==> config.mk <==
export PLATFORM = sky130hd
export DESIGN_NAME = fetch_top
export DESIGN_NICKNAME = d
export VERILOG_FILES = /design/src/source/fetch_pkg.sv /design/src/source/fetch_pc_seq.sv /design/src/source/fetch_stage.sv /design/src/source/instr_predecode.sv /design/src/source/fetch_top.sv
export SDC_FILE = /design/constraint.sdc
export NUM_CORES = 1
export LEC_CHECK = 0
export BUFFER_PORTS_ARGS = -buffer_cell sky130_fd_sc_hd__buf_2
export CORE_MARGIN = 2
export CORE_UTILIZATION = 45
export CTS_CLUSTER_DIAMETER = 200
export DETAILED_ROUTE_END_ITERATION = 6
export GPL_TIMING_DRIVEN = 0
export PLACE_DENSITY = 0.67
export SYNTH_ARGS = -nofsm -noshare
export SYNTH_HDL_FRONTEND = slang
export SYNTH_SLANG_ARGS = --single-unit
==> constraint.sdc <==
create_clock -name clk -period 5.4 [get_ports clk]
set_input_delay 0.27 -clock clk [delete_from_list [all_inputs] [get_ports clk]]
set_output_delay 0.27 -clock clk [all_outputs]
set_load 0.05 [all_outputs]
==> src/source/fetch_pkg.sv <==
`default_nettype none

package fetch_pkg;

  // ========================================================================
  // Datapath widths
  // ========================================================================

  // Byte address into instruction memory
  typedef logic [31:0] addr_t;

  // One RV32I instruction word
  typedef logic [31:0] instr_t;

  // Major opcode field, instr[6:0]
  typedef logic [6:0] opcode_t;

  // Step between sequential fetches
  localparam addr_t instr_bytes = 32'd4;

  // addi x0, x0, 0, loaded into IF/ID on flush
  localparam instr_t nop_instr = 32'h0000_0013;

  // ========================================================================
  // Instruction classes
  // ========================================================================

  typedef enum logic [2:0] {
    class_alu     = 3'd0,
    class_load    = 3'd1,
    class_store   = 3'd2,
    class_branch  = 3'd3,
    class_jal     = 3'd4,
    class_jalr    = 3'd5,
    class_system  = 3'd6,
    class_illegal = 3'd7
  } instr_class_e;

  // RV32I major opcodes
  localparam opcode_t op_lui    = 7'b0110111;
  localparam opcode_t op_auipc  = 7'b0010111;
  localparam opcode_t op_jal    = 7'b1101111;
  localparam opcode_t op_jalr   = 7'b1100111;
  localparam opcode_t op_branch = 7'b1100011;
  localparam opcode_t op_load   = 7'b0000011;
  localparam opcode_t op_store  = 7'b0100011;
  localparam opcode_t op_imm    = 7'b0010011;
  localparam opcode_t op_reg    = 7'b0110011;
  localparam opcode_t op_system = 7'b1110011;

endpackage

`default_nettype wire

==> src/source/fetch_pc_seq.sv <==
`default_nettype none

module fetch_pc_seq #(
  parameter fetch_pkg::addr_t reset_pc = 32'h0000_0000
) (
  input  logic             clk,
  input  logic             rst_n,

  // Redirect from a later stage
  input  logic             flush,
  input  fetch_pkg::addr_t redirect_pc,

  // Advance when the fetch stage takes the current address
  input  logic             fetch_ready,
  output fetch_pkg::addr_t pc
);

  // ========================================================================
  // Next address selection
  // ========================================================================

  fetch_pkg::addr_t pc_seq;
  fetch_pkg::addr_t pc_next;

  // Sequential successor, one word on
  assign pc_seq = pc + fetch_pkg::instr_bytes;

  // Priority: redirect, then advance, else hold
  always_comb begin
    if (flush) begin
      pc_next = redirect_pc;
    end else if (fetch_ready) begin
      pc_next = pc_seq;
    end else begin
      pc_next = pc;
    end
  end

  // ========================================================================
  // Fetch address register
  // ========================================================================

  // Boot address comes from the top level
  always_ff @(posedge clk) begin
    if (!rst_n) begin
      pc <= reset_pc;
    end else begin
      pc <= pc_next;
    end
  end

endmodule

`default_nettype wire

==> src/source/fetch_stage.sv <==
`default_nettype none

module fetch_stage (
  input  logic              clk,
  input  logic              rst_n,
  input  logic              flush,

  // Address from the PC sequencer
  input  fetch_pkg::addr_t  pc,
  output logic              fetch_ready,

  // Synchronous instruction memory, one cycle read latency
  output logic              imem_arvalid,
  output fetch_pkg::addr_t  imem_araddr,
  input  fetch_pkg::instr_t imem_rdata,
  input  logic              imem_rvalid,

  // IF/ID register towards the predecoder
  output logic              if_valid,
  output fetch_pkg::addr_t  if_pc,
  output fetch_pkg::instr_t if_instr,
  input  logic              id_ready
);

  logic              flush_extend;
  logic              kill;
  fetch_pkg::addr_t  pc_buf;
  logic              rsp_hold_valid;
  fetch_pkg::instr_t rsp_hold_data;
  logic              rsp_valid;
  fetch_pkg::instr_t rsp_data;

  // ========================================================================
  // Memory request
  // ========================================================================

  // Back-pressure from the predecoder stops requests and PC advance
  assign fetch_ready  = id_ready;
  assign imem_arvalid = id_ready;
  assign imem_araddr  = pc;

  // Address of the request in flight, lines up with the returning word
  always_ff @(posedge clk) begin
    if (id_ready) begin
      pc_buf <= imem_araddr;
    end
  end

  // ========================================================================
  // Extended flush
  // ========================================================================

  // The sequential word requested in the flush cycle returns one cycle
  // later and has to be dropped as well
  always_ff @(posedge clk) begin
    if (!rst_n) begin
      flush_extend <= 1'b0;
    end else begin
      flush_extend <= flush;
    end
  end

  assign kill = flush || flush_extend;

  // ========================================================================
  // Response holding
  // ========================================================================

  // A word that lands while IF/ID is stalled waits here until capture
  always_ff @(posedge clk) begin
    if (!rst_n || kill) begin
      rsp_hold_valid <= 1'b0;
    end else if (id_ready) begin
      rsp_hold_valid <= 1'b0;
    end else if (imem_rvalid) begin
      rsp_hold_valid <= 1'b1;
    end
  end

  always_ff @(posedge clk) begin
    if (!id_ready && imem_rvalid) begin
      rsp_hold_data <= imem_rdata;
    end
  end

  // Held word first, it is the older one
  assign rsp_valid = rsp_hold_valid || imem_rvalid;
  assign rsp_data  = rsp_hold_valid ? rsp_hold_data : imem_rdata;

  // ========================================================================
  // IF/ID register
  // ========================================================================

  // Valid follows the response on every accepted edge
  always_ff @(posedge clk) begin
    if (!rst_n || kill) begin
      if_valid <= 1'b0;
    end else if (id_ready) begin
      if_valid <= rsp_valid;
    end
  end

  // Bubble word on reset and flush
  always_ff @(posedge clk) begin
    if (!rst_n || kill) begin
      if_instr <= fetch_pkg::nop_instr;
    end else if (id_ready && rsp_valid) begin
      if_instr <= rsp_data;
    end
  end

  // PC of the word, only meaningful while if_valid is high
  always_ff @(posedge clk) begin
    if (id_ready) begin
      if_pc <= pc_buf;
    end
  end

endmodule

`default_nettype wire

==> src/source/instr_predecode.sv <==
`default_nettype none

module instr_predecode (
  input  logic                    clk,
  input  logic                    rst_n,
  input  logic                    flush,

  // From the IF/ID register
  input  logic                    if_valid,
  input  fetch_pkg::addr_t        if_pc,
  input  fetch_pkg::instr_t       if_instr,
  output logic                    id_ready,

  // Registered result towards the decode stage
  output logic                    out_valid,
  input  logic                    out_ready,
  output fetch_pkg::addr_t        out_pc,
  output fetch_pkg::instr_t       out_instr,
  output fetch_pkg::instr_class_e out_class,
  output fetch_pkg::addr_t        out_target
);

  fetch_pkg::opcode_t      opcode;
  fetch_pkg::instr_class_e dec_class;
  fetch_pkg::addr_t        imm_b;
  fetch_pkg::addr_t        imm_j;
  fetch_pkg::addr_t        dec_target;

  // ========================================================================
  // Classification
  // ========================================================================

  assign opcode = if_instr[6:0];

  // Every major opcode ends in 11, so compressed encodings land in default
  always_comb begin
    case (opcode)
      fetch_pkg::op_lui,
      fetch_pkg::op_auipc,
      fetch_pkg::op_imm,
      fetch_pkg::op_reg:    dec_class = fetch_pkg::class_alu;
      fetch_pkg::op_load:   dec_class = fetch_pkg::class_load;
      fetch_pkg::op_store:  dec_class = fetch_pkg::class_store;
      fetch_pkg::op_branch: dec_class = fetch_pkg::class_branch;
      fetch_pkg::op_jal:    dec_class = fetch_pkg::class_jal;
      fetch_pkg::op_jalr:   dec_class = fetch_pkg::class_jalr;
      fetch_pkg::op_system: dec_class = fetch_pkg::class_system;
      default:              dec_class = fetch_pkg::class_illegal;
    endcase
  end

  // ========================================================================
  // Static target
  // ========================================================================

  // B-type offset, 13 bits with bit 0 zero
  assign imm_b = {{19{if_instr[31]}}, if_instr[31], if_instr[7],
                  if_instr[30:25], if_instr[11:8], 1'b0};

  // J-type offset, 21 bits with bit 0 zero
  assign imm_j = {{11{if_instr[31]}}, if_instr[31], if_instr[19:12],
                  if_instr[20], if_instr[30:21], 1'b0};

  // jalr needs rs1, so it falls back to the sequential address
  always_comb begin
    case (dec_class)
      fetch_pkg::class_branch: dec_target = if_pc + imm_b;
      fetch_pkg::class_jal:    dec_target = if_pc + imm_j;
      default:                 dec_target = if_pc + fetch_pkg::instr_bytes;
    endcase
  end

  // ========================================================================
  // Output register
  // ========================================================================

  // Take a new word when the slot is empty or drains this cycle
  assign id_ready = !out_valid || out_ready;

  always_ff @(posedge clk) begin
    if (!rst_n || flush) begin
      out_valid <= 1'b0;
    end else if (id_ready) begin
      out_valid <= if_valid;
    end
  end

  // Payload holds while stalled
  always_ff @(posedge clk) begin
    if (id_ready && if_valid) begin
      out_pc     <= if_pc;
      out_instr  <= if_instr;
      out_class  <= dec_class;
      out_target <= dec_target;
    end
  end

endmodule

`default_nettype wire

==> src/source/fetch_top.sv <==
`default_nettype none

module fetch_top #(
  parameter fetch_pkg::addr_t reset_pc = 32'h0000_0000
) (
  input  logic                    clk,
  input  logic                    rst_n,

  // Redirect from branch resolution
  input  logic                    redirect_valid,
  input  fetch_pkg::addr_t        redirect_pc,

  // Instruction memory
  output logic                    imem_arvalid,
  output fetch_pkg::addr_t        imem_araddr,
  input  fetch_pkg::instr_t       imem_rdata,
  input  logic                    imem_rvalid,

  // Predecoded output
  output logic                    out_valid,
  input  logic                    out_ready,
  output fetch_pkg::addr_t        out_pc,
  output fetch_pkg::instr_t       out_instr,
  output fetch_pkg::instr_class_e out_class,
  output fetch_pkg::addr_t        out_target
);

  // Sequencer to fetch stage
  fetch_pkg::addr_t  pc;
  logic              fetch_ready;

  // Fetch stage to predecoder
  logic              if_valid;
  fetch_pkg::addr_t  if_pc;
  fetch_pkg::instr_t if_instr;
  logic              id_ready;

  // ========================================================================
  // Pipeline
  // ========================================================================

  // Redirect flushes all three blocks at once
  fetch_pc_seq #(
    .reset_pc(reset_pc)
  ) u_pc_seq (
    .clk        (clk),
    .rst_n      (rst_n),
    .flush      (redirect_valid),
    .redirect_pc(redirect_pc),
    .fetch_ready(fetch_ready),
    .pc         (pc)
  );

  fetch_stage u_fetch (
    .clk         (clk),
    .rst_n       (rst_n),
    .flush       (redirect_valid),
    .pc          (pc),
    .fetch_ready (fetch_ready),
    .imem_arvalid(imem_arvalid),
    .imem_araddr (imem_araddr),
    .imem_rdata  (imem_rdata),
    .imem_rvalid (imem_rvalid),
    .if_valid    (if_valid),
    .if_pc       (if_pc),
    .if_instr    (if_instr),
    .id_ready    (id_ready)
  );

  instr_predecode u_predecode (
    .clk       (clk),
    .rst_n     (rst_n),
    .flush     (redirect_valid),
    .if_valid  (if_valid),
    .if_pc     (if_pc),
    .if_instr  (if_instr),
    .id_ready  (id_ready),
    .out_valid (out_valid),
    .out_ready (out_ready),
    .out_pc    (out_pc),
    .out_instr (out_instr),
    .out_class (out_class),
    .out_target(out_target)
  );

endmodule

`default_nettype wire

### Yosys cells after proc, flatten, opt, wreduce, memory -nomap -nowiden

Index checks and enable logic that the tools add are counted.

* flip-flop bits (word level): 263
* word-level logic and storage cells: 48
* output and inout port bits: 133

* reductions and logical operators: 14
* muxes and demuxes: 5
* eq/ne operators: 12
* $add $sub $neg: 4

Operator list (count)
* 32-bit 2-to-1 mux: 3
* 32-bit by 3-bit adder with 32-bit output, second input constant: 2
* 32-bit adder: 2
* 32-bit one-hot mux with 2 select lines: 1
* 7-bit == test, second input constant: 4
* 7-bit by 6-bit == test with 1-bit output, second input constant: 3
* 3-bit one-hot mux with 7 select lines: 1
* 7-bit by 5-bit == test with 1-bit output, second input constant: 2
* 7-bit by 2-bit == test with 1-bit output, second input constant: 1
* 1-bit logical OR: 5
* 4-bit OR reduction: 1
* 3-bit by 2-bit == test with 1-bit output, second input constant: 1
* 3-bit == test, second input constant: 1
* 1-bit logical AND: 3
* 1-bit zero test: 3
* 2-bit nonzero test: 1
* 2-bit OR reduction: 1

### Logic depth before layout (Yosys ltp)

Gate-level depths: netlist (run 1).

* depth after elaboration: 5
* depth in mapped cells: 17
* mapped depth without buffers: 15

### Modules after synthesis

Synthesis (run 1) repeated with hierarchy kept, for this count alone.

* cell total of the unflattened synthesis: 1050
* area total of the unflattened synthesis: 12544.5 um^2

By module, submodules not included
* instr_predecode: instances 1, cells an instance 533, area an instance 5909.4 um^2
* fetch_stage: instances 1, cells an instance 284, area an instance 4770.8 um^2
* fetch_pc_seq: instances 1, cells an instance 233, area an instance 1864.3 um^2

### Worst setup path after synthesis (run 1)

Ideal clock, no wire load.

* path type: register to register
* from: register u_predecode.out_valid
* to: register u_predecode.out_class[0], enable pin
* stages on the path, launching flop included: 4
* slack: 0.865 ns
* data arrival time: 4.068 ns
* cell sequence: dfxtp_1 nor2b_1 inv_2 and2_1

* word-level cells in the longest chain between the ends: 3

Ends and longest elaborated chain
* start: declaration: RTL line instr_predecode.sv:15 `output logic out_valid,`
* start signal: assignment: RTL line instr_predecode.sv:84 `out_valid <= if_valid;`
* 1-bit zero test: RTL line instr_predecode.sv:78 `assign id_ready = !out_valid || out_ready;`
* 1-bit logical OR: RTL line instr_predecode.sv:78
* named net imem_arvalid: RTL line fetch_top.sv:14 `output logic imem_arvalid,`
* 1-bit logical AND: RTL line instr_predecode.sv:90 `if (id_ready && if_valid) begin`
* end signal: assignment: RTL line instr_predecode.sv:93 `out_class <= dec_class;`
* end: declaration: RTL line instr_predecode.sv:19 `output fetch_pkg::instr_class_e out_class,`

The timed path passes the listed nets, and every way through them passes these cells.
A chain may end at the register's enable or synchronous reset.

### Final worst setup path (run 1)

* from: register u_fetch.if_instr[5]
* to: register u_predecode.out_target[27] (data pin)

* word-level cells in the longest chain between the ends: 5
* elaborated cells on any way between the ends: 15
* classes of those cells: eq/ne (12); mux (2); reduce/logical (1)

Ends and longest elaborated chain
* start: declaration: RTL line fetch_stage.sv:21 `output fetch_pkg::instr_t if_instr,`
* start signal: assignment: RTL line fetch_stage.sv:106 `if_instr <= fetch_pkg::nop_instr;`
* start signal: assignment: RTL line fetch_stage.sv:108 `if_instr <= rsp_data;`
* 7-bit by 6-bit == test with 1-bit output or 7-bit by 5-bit == test with 1-bit output (tied branches): RTL line instr_predecode.sv:37 `case (opcode)`
* 4-bit OR reduction: RTL line instr_predecode.sv:37
* 3-bit one-hot mux with 7 select lines *: RTL line instr_predecode.sv:37
* 3-bit == test or 3-bit by 2-bit == test with 1-bit output (tied branches): RTL line instr_predecode.sv:66 `case (dec_class)`
* 32-bit one-hot mux with 2 select lines *: RTL line instr_predecode.sv:66
* named net u_predecode.dec_target[27]: RTL line instr_predecode.sv:27 `fetch_pkg::addr_t dec_target;`
* end signal: assignment: RTL line instr_predecode.sv:94 `out_target <= dec_target;`
* end: declaration: RTL line instr_predecode.sv:20 `output fetch_pkg::addr_t out_target`

The timed path passes the listed nets; every way through them passes the cells marked *.

==> flow_summary.yaml, run 1 <==
yosys:
  ys.flop_type: "edfxtp_1"
  synth_edf_count: 194
  synth_cell_type_count: 57
  synth.avg_cell_area_um2: 12.00
  ys_warn_count: 0
  synth_fp_nets: 1077
  async_reset_ff_frac: 0
  syn_inst: 975
  ys_ff_latch: 262
  synth_area_mm2: 0.01170
  synth-seq-area-share: 0.6143
timing:
  drv_slew: 0
  fin_ws_ps: 821.2
  hold_viol: 0
  fin_crit_sh: 0.8479
  final-setup-viol-count: 0
  rsz0062_at_grt: "false"
  finalCriticalPeriod_ps: 4579
  timing.fmax_ghz: 0.2184
  slew_headroom: 0.4571
  tightest_slew_ps: 813.3
  finalClockSkew_ps: 17.42
finish:
  drive_gt1_frac: 0.2054
  mostFrequentLayoutCell: "buf_2"
  final-instance-count-excl-fill: 1601
  syn2layout_area_growth_pct: 22.73
  multiInputGateArea_mm2: 0.004290
  finalNetCount: 1347
  stdcell_area_mm2: 0.01436
  fin_util: 0.5573
  final-seq-area_mm2: 0.007187
  n_antenna_cell: 0
  final_cell_mix: "buf_2, edfxtp_1, nor2_1, nand2_1, a21oi_1"
  num-fill-cells: 2187
pwr:
  ir_drop_v: 0.0002001
  power.density_mw_per_mm2: 312.5
  total_leakage_power_nw: 5.592
clocking:
  cts_tree: "yes"
  clk_pin_slew_worst_paths_ps: 60
  h-tree-depth: 1
  cts_setup_buffers: 0
  clkLatencyLatePin_ps: 530
  cts_root_buffer: "clkbuf_16"
  cts_buffer_depth: 3
  numCtsBuffers: 27
  cts_sinks: 262
hold_path:
  min_path_type: "input port to flop"
  holdPathStages: 3
  hold_path_end: "u_pc_seq.pc[26]$_SDFFE_PN0N_"
  worstHoldStart: "redirect_pc[26]"
detailed_routing:
  antenna_left: 0
  drt_iter0_drc: 585
  first_pass_iters: 5
  wl_mm: 28.22
  viasPerCell: 5.226
  drc_errors: 0
  vias: 8367
  wl_per_cell_um: 17.62
flow_run:
  drv_cap: 0
critical_path:
  rrSetupSlack_ps: 820
  start_kind: "flop"
  cp.arrival_ps: 4850
  critPathMaxFanout: 10
  endpoint_kind: "flop"
  r2r-end: "u_predecode.out_target[27]$_DFFE_PP_"
  reg2regPathDepth: 15
  crit_required_ps: 5670
  r2r-start: "u_fetch.if_instr[5]$_SDFFE_PP0P_"
  path_class: "flop to flop"
floorplanning:
  die_x_um: 165.2
  io_pins: 202
  die_area_mm2: 0.02730
  num_rows: 59
  core_region_area_mm2: 0.02576
  start_util: 0.4541
  die_height_um: 165.2
grt:
  antenna_found_initial: 0
  grt_pass1_wl_mm: 43.33
  grt_usage: 0.2047
  grt_overflow: 0
  grt_max_degree: 56
  grt_pass1_vias: 7940
place:
  port_buffers: 200
  hpwl_mm: 20.95
  pre_cts_ws_ps: 868.3
  place_area_mm2: 0.01317
  placed_cells: 1512
  gp_congestion: 0.9194
outcome:
  outcome: "finished clean"
cells in the mapped netlist (all sizes together) (17+ instances only):
cell / instances / area [µm²]
a21o: 17 / 135.1
dfxtp: 68 / 1361
nand4: 19 / 118.9
edfxtp: 194 / 5826
ha: 32 / 400.4
a211oi: 32 / 245.2
nor2: 92 / 345.3
xnor2: 46 / 402.9
o21ai: 57 / 285.3
clkbuf: 30 / 112.6
mux2i: 36 / 360.4
nand3: 30 / 150.1
and3: 17 / 106.4
xor2: 39 / 341.6
a21oi: 73 / 369.1
and2: 19 / 118.9
nand2: 81 / 306.6
cells by family after synthesis:
family / count (synthesis) / share of synthesized area
flops: 262 / 0.6143
simple gates: 289 / 0.1152
buf+inv: 50 / 0.01925
compound gates: 213 / 0.1142
xor+xnor: 85 / 0.06364
fa+ha+maj: 34 / 0.03679
mux: 42 / 0.03658
routing by layer:
metal | track usage | routed length, µm | part of all wire | vias up
li1 | - | - | - | 4163
met1 | 0.2876 | 12640 | 0.45 | 3889
met2 | 0.3297 | 13120 | 0.47 | 270
met3 | 0.03022 | 1703 | 0.060 | 45
met4 | 0.06245 | 753 | 0.027 | 0
met5 | 0 | 0 | 0 | -
stage by stage:
stage | hold WS (ps) | power (W) | TNS [ps]
finish | 29.80 | 0.004487 | 0
floorplan | 368.9 | 0.002689 | 0
CTS | 10.28 | 0.004526 | 0
global placement | 400.9 | 0.002835 | -1648
detailed placement | 404.5 | 0.002841 | 0
global route | 46.67 | 0.004660 | 0
repair_timing:
item                      4_1_cts  5_1_grt
hold endpoints to repair       39        0
hold buffers                   39        0
resized for setup               0        0
how the worst max path moves through the flow:
stage                     cells past startpoint  slack [ps]                                    to                               start
after floorplan                               3         860    u_predecode.out_class[0]$_DFFE_PP_  u_predecode.out_valid$_SDFFE_PP0P_
after global placement                        3         -30  u_predecode.out_target[23]$_DFFE_PP_  u_predecode.out_valid$_SDFFE_PP0P_
after detailed placement                     15         870  u_predecode.out_target[27]$_DFFE_PP_    u_fetch.if_instr[5]$_SDFFE_PP0P_
after CTS                                    15         840  u_predecode.out_target[27]$_DFFE_PP_    u_fetch.if_instr[5]$_SDFFE_PP0P_
after global routing                         15         570  u_predecode.out_target[31]$_DFFE_PP_    u_fetch.if_instr[5]$_SDFFE_PP0P_
final                                        15         820  u_predecode.out_target[27]$_DFFE_PP_    u_fetch.if_instr[5]$_SDFFE_PP0P_
worst max-delay path: stages, from the launching register on:
cell	delay (ps)
dfxtp_1	410
and3_1	270
nand3_1	110
nor2_1	420
clkbuf_1	470
mux2_2	400
ha_1	210
fa_1	430
a21o_4	260
a31oi_4	190
o211ai_2	130
nand2_2	140
o41a_1	310
o21ai_1	140
xor2_1	150
mux2_2	270
flip-flops by register name, indices dropped and copies added, names as in the netlist:
| name | flops |
|---|---|
| u_fetch.rsp_hold_data | 32 |
| u_predecode.out_class | 3 |
| u_pc_seq.pc | 32 |
| u_fetch.if_instr | 32 |
| u_predecode.out_pc | 32 |
| u_fetch.rsp_hold_valid | 1 |
| u_predecode.out_valid | 1 |
| u_fetch.if_valid | 1 |
| u_fetch.flush_extend | 1 |
| u_predecode.out_instr | 32 |
| u_fetch.if_pc | 32 |
| u_predecode.out_target | 31 |
| u_fetch.pc_buf | 32 |
layout make-up:
cell class,count,share of cell area
plain buffers,41,0.01333
clock buffers,38,0.05133
clock inverters,12,0.004183
inverters,9,0.002353
multi-input cells,663,0.2988
flip-flops and latches,262,0.5006
well taps,335,0.02919
repair buffers,241,0.1002
power breakdown:
part | total, W | internal, W | switching (W)
logic | 0.000484 | 0.000163 | 0.000321
registers | 0.00234 | 0.00226 | 0.0000806
clock network | 0.00167 | 0.000947 | 0.000718
No activity file was read; power rests on OpenSTA's default activity.
==> inputs of run 2 (changes only) <==
Settings changed: PLACE_DENSITY 0.67 to 0.7.
Clock period 5.4 ns to 4.1 ns, I/O delays scaled along.
==> run 2 against run 1 <==
  * Worst setup slack worse by 650 ps
  * Non-clock buffer count up 38
  * Global-route usage up 1.4 points
  * Combinational power up 38%
  * Maximum frequency rose by 16%
  * Count of clock-buffer cells in the layout up 8
  * First-iteration DRC count down 3.4%
  * Utilization up 2.1 points
  * Critical path type unchanged
  * Largest power group unchanged
  * Highest routed layer unchanged
==> flow_summary.yaml, run 2 (synthesized netlist as in run 1, its figures left out) <==
timing:
  tightest_slew_ps: 834.5
  timing.fmax_ghz: 0.2544
  holdWs_ps: 170.8
  fin_ws_ps: 169.5
  finalClockSkew_ps: 17.46
  drv_slew: 0
  fin_crit_sh: 0.9586
  rsz0062_at_grt: "false"
  finalCriticalPeriod_ps: 3930
  slew_headroom: 0.4429
  final-setup-viol-count: 0
  hold_viol: 0
clocking:
  numCtsBuffers: 28
  clk_pin_slew_worst_paths_ps: 60
  cts_root_buffer: "clkbuf_16"
  cts_sinks: 262
  cts_buffer_depth: 3
  clkLatencyLatePin_ps: 540
  h-tree-depth: 1
  cts_tree: "yes"
detailed_routing:
  wl_per_cell_um: 18.25
  vias: 8722
  first_pass_iters: 5
  drc_errors: 0
  viasPerCell: 5.315
  antenna_left: 0
  wl_mm: 29.96
  drt_iter0_drc: 565
critical_path:
  cpMaxStageDelayCell: "fa_2"
  r2r-end: "u_predecode.out_target[27]$_DFFE_PP_"
  crit_required_ps: 4390
  path_cells: "inv_1 > and3_4 > nand3_1 > nor2_4 > buf_8 > mux2_2 > ha_1 > fa_2 > a21o_4 > a31oi_4 > o211ai_2 > nand2_2 > o41a_1 > o21ai_1 > xor2_1 > mux2_2"
  crit_family: "compound AO/OA/AOI/OAI gates"
  path_buf_inv: 2
  start_kind: "flop"
  cp.arrival_ps: 4220
  r2r-start: "u_fetch.if_instr[4]$_SDFFE_PP1P_"
  cpMostUsedCell: "mux2_2"
  rrSetupSlack_ps: 170
  endpoint_kind: "flop"
  critPathMaxFanout: 10
  cp.depth: 16
  cpPeakStageDelay_ps: 380
  reg2regPathDepth: 16
  path_class: "flop to flop"
place:
  place_area_mm2: 0.01316
  pre_cts_ws_ps: -478.7
  gp_congestion: 0.9101
  port_buffers: 200
  hpwl_mm: 21.45
  placed_cells: 1512
grt:
  grt_usage: 0.2184
  grt_pass1_vias: 8271
  antenna_found_initial: 0
  grt_overflow: 0
  grt_max_degree: 59
  grt_pass1_wl_mm: 46.03
floorplanning:
  start_util: 0.4541
  num_rows: 59
  die_height_um: 165.2
  die_x_um: 165.2
  io_pins: 202
  core_region_area_mm2: 0.02576
  die_area_mm2: 0.02730
outcome:
  outcome: "finished clean"
hold_path:
  min_path_type: "input port to flop"
  hold_path_end: "u_pc_seq.pc[31]$_SDFFE_PN0N_"
  holdPathStages: 3
  worstHoldStart: "redirect_valid"
finish:
  drive_gt1_frac: 0.2159
  stdcell_area_mm2: 0.01491
  syn2layout_area_growth_pct: 27.45
  final-instance-count-excl-fill: 1641
  final_cell_mix: "buf_2, edfxtp_1, nor2_1, nand2_1, a21oi_1"
  num-fill-cells: 2102
  mostFrequentLayoutCell: "buf_2"
  n_antenna_cell: 0
  finalNetCount: 1386
flow_run:
  drv_cap: 0
pwr:
  total_leakage_power_nw: 5.828
  ir_drop_v: 0.0002839
  power.density_mw_per_mm2: 419.6
-- run 2: changes by cell type in the layout (fill, tap and decap cells not counted), sizes merged --
cell         delta
dlygate4sd3    +31
clkinv          -4
clkbuf          +6
inv             -1
buf             +9
clkinvlp        -1
-- run 2: layer usage --
metal  track usage  routed length (µm)  vias up
met3       0.02423                1392       61
met1        0.2986               13210     4160
met4       0.07945                1123        0
li1              -                   -     4232
met2        0.3614               14230      269
met5             0                   0        -
-- run 2: metrics by stage --
stage	total power [W]	setup TNS [ps]	utilization
6_report	0.006256	0	0.5787
5_1_grt	0.006475	0	0.5787
4_1_cts	0.006292	0	0.5760
3_5_place_dp	0.003747	-3628	0.5109
3_3_place_gp	0.003736	-2888	0.5093
2_1_floorplan	0.003540	0	-
-- run 2: repair_timing --
action,4_1_cts,5_1_grt
hold buffers,70,0
setup endpoints to repair,15,8
buffers inserted,2,5
pin swaps,1,6
endpoints found under the hold margin,68,0
resized for setup,6,11
-- run 2: power by group --
group,internal (W),leakage [nW],switching (W)
combinational,0.000236,2.91,0.000434
sequential,0.00297,2.46,0.000111
clock,0.00149,0.462,0.00101
total,0.00470,5.83,0.00156
-- run 2: final cells by class --
cell class	instances	area, µm²	share of cell area
plain buffers	41	202.7	0.01359
repair buffers	279	1794	0.1203
clock buffers	46	893.4	0.05991
inverters	9	33.78	0.002266
well taps	335	419.2	0.02811
multi-input cells	663	4330	0.2904
flip-flops and latches	262	7188	0.4821
clock inverters	6	48.80	0.003273
-- run 2: worst max path at each step --
| stage | from | to | slack (ps) |
|---|---|---|---|
| 2_1_floorplan | u_fetch.if_instr[4]$_SDFFE_PP1P_ | u_predecode.out_target[27]$_DFFE_PP_ | 320 |
| 3_3_place_gp | u_fetch.if_instr[4]$_SDFFE_PP1P_ | u_predecode.out_target[27]$_DFFE_PP_ | -430 |
| 3_5_place_dp | u_fetch.if_instr[4]$_SDFFE_PP1P_ | u_predecode.out_target[27]$_DFFE_PP_ | -480 |
| 4_1_cts | u_fetch.if_instr[5]$_SDFFE_PP0P_ | u_predecode.out_target[21]$_DFFE_PP_ | 50 |
| 5_1_grt | u_fetch.if_instr[4]$_SDFFE_PP1P_ | u_predecode.out_target[27]$_DFFE_PP_ | 5 |
| 6_report | u_fetch.if_instr[4]$_SDFFE_PP1P_ | u_predecode.out_target[27]$_DFFE_PP_ | 170 |
-- run 2: worst register-to-register path, cell delays in order (launching register included) --
cell and delay [ps]:
dfxtp_1 360, inv_1 110, and3_4 210, nand3_1 130
nor2_4 210, buf_8 160, mux2_2 350, ha_1 210
fa_2 380, a21o_4 250, a31oi_4 210, o211ai_2 150
nand2_2 130, o41a_1 270, o21ai_1 120, xor2_1 160
mux2_2 270
==> inputs of run 3 (changes only) <==
Settings changed: REMOVE_ABC_BUFFERS from default to 1.
==> run 3 against run 2 <==
  * Worst setup slack better by 56 ps
  * Clock power shrank 4%
  * Flip-flop and latch count did not move
  * Largest power group unchanged
  * Routed wire length is 7.6% lower
  * Via count fell by 4.2%
  * Cell count fell by 3.0%
  * Sequential share of layout area grew 1.1 points
  * Cell area shrank 2.1%
  * Utilization decreased by 1.2 points
  * Register-to-register slack gained 60 ps
  * Maximum frequency is 1.4% higher
  * Combinational power is 3.6% lower
==> flow_summary.yaml, run 3 (synthesized netlist as in run 1, its figures left out) <==
outcome:
  outcome: "finished clean"
hold_path:
  min_path_type: "input port to flop"
floorplanning:
  io_pins: 202
  num_rows: 59
  die_area_mm2: 0.02730
  core_region_area_mm2: 0.02576
  start_util: 0.4541
  die_height_um: 165.2
  die_x_um: 165.2
finish:
  syn2layout_area_growth_pct: 24.73
  stdcell_area_mm2: 0.01459
  drive_gt1_frac: 0.2164
  mostFrequentLayoutCell: "buf_2"
  n_antenna_cell: 0
  final_cell_mix: "buf_2, edfxtp_1, nor2_1, nand2_1, a21oi_1"
  fin_util: 0.5664
  finalNetCount: 1338
critical_path:
  endpoint_kind: "flop"
  crit_required_ps: 4390
  path_class: "flop to flop"
  critPathMaxFanout: 6
  cp.arrival_ps: 4170
  start_kind: "flop"
timing:
  finalClockSkew_ps: 10.94
  fin_ws_ps: 225.6
  finalCriticalPeriod_ps: 3874
  final-setup-viol-count: 0
  slew_headroom: 0.1552
  fin_crit_sh: 0.9450
  holdWs_ps: 23.78
  hold_viol: 0
  tightest_slew_ps: 1267
  rsz0062_at_grt: "false"
  timing.fmax_ghz: 0.2581
  drv_slew: 0
clocking:
  cts_tree: "yes"
  clkLatencyLatePin_ps: 540
  cts_root_buffer: "clkbuf_16"
  clk_pin_slew_worst_paths_ps: 70
  cts_sinks: 262
  h-tree-depth: 1
  numCtsBuffers: 27
  cts_buffer_depth: 3
grt:
  grt_pass1_vias: 7959
  grt_overflow: 0
  antenna_found_initial: 0
  grt_usage: 0.2011
  grt_pass1_wl_mm: 43.15
  grt_max_degree: 59
detailed_routing:
  vias: 8352
  viasPerCell: 5.246
  wl_per_cell_um: 17.39
  drc_errors: 0
  antenna_left: 0
  drt_iter0_drc: 636
  first_pass_iters: 5
  wl_mm: 27.69
place:
  place_area_mm2: 0.01304
  pre_cts_ws_ps: -523.8
  gp_congestion: 0.8672
  hpwl_mm: 19.36
  port_buffers: 201
pwr:
  total_leakage_power_nw: 5.707
  ir_drop_v: 0.0002718
  power.density_mw_per_mm2: 418.7
flow_run:
  drv_cap: 0
## run 3: cell type report
type / instances / area (µm²)
clock inverters: 17 / 152.6
repair buffers: 273 / 1767
fillers: 2180 / 11170
multi-input cells: 663 / 4313
clock buffers: 33 / 718.2
flip-flops and latches: 262 / 7188
well taps: 335 / 419.2
inverters: 9 / 33.78
## run 3: worst paths after layout
kind / from / endpoint / slack [ps] / cells past startpoint
worst max-delay path: u_fetch.if_instr[5]$_SDFFE_PP0P_ / u_predecode.out_target[27]$_DFFE_PP_ / 230 / 14
worst min-delay path: imem_rvalid / u_fetch.rsp_hold_valid$_SDFFE_PP0P_ / 20 / 3
worst max register to register: u_fetch.if_instr[5]$_SDFFE_PP0P_ / u_predecode.out_target[27]$_DFFE_PP_ / 230 / 14
worst min register to register: u_fetch.pc_buf[11]$_DFFE_PP_ / u_fetch.if_pc[11]$_DFFE_PP_ / 420 / 0
## run 3: routing by layer
metal	global-route usage	share of wire
met3	0.03247	0.058
met5	0	0
met1	0.2862	0.46
met4	0.04190	0.018
met2	0.3269	0.46
## run 3: repair_timing
action	in CTS	in global routing
endpoints found under the setup margin	18	2
resized for setup	2	1
hold endpoints to repair	70	0
hold buffers	65	0
pin swaps	1	0
gates cloned	0	0
buffers inserted	3	0
## run 3: worst max-delay path, stage by stage, from the launching register on
cell,delay (ps)
dfxtp_1,440
and3_1,270
nand3_1,160
nor2_4,170
mux2_2,370
ha_1,220
fa_1,420
a21o_4,260
a31oi_4,200
o211ai_2,140
nand2_2,140
o41a_1,260
o21ai_1,140
xor2_1,160
mux2_2,280
## run 3: stage by stage
stage	setup TNS (ps)	total power, W	instances
2_1_floorplan	-42650	0.003526	934
3_3_place_gp	-167030	0.003713	1470
3_5_place_dp	-4975	0.003724	1474
4_1_cts	0	0.006149	1592
5_1_grt	0	0.006340	1592
6_report	0	0.006110	1592
## run 3: where the power goes
group / leakage, nW / switching (W) / internal [W]
clock: 0.434 / 0.00101 / 0.00138
sequential: 2.46 / 0.000102 / 0.00297
combinational: 2.81 / 0.000421 / 0.000225
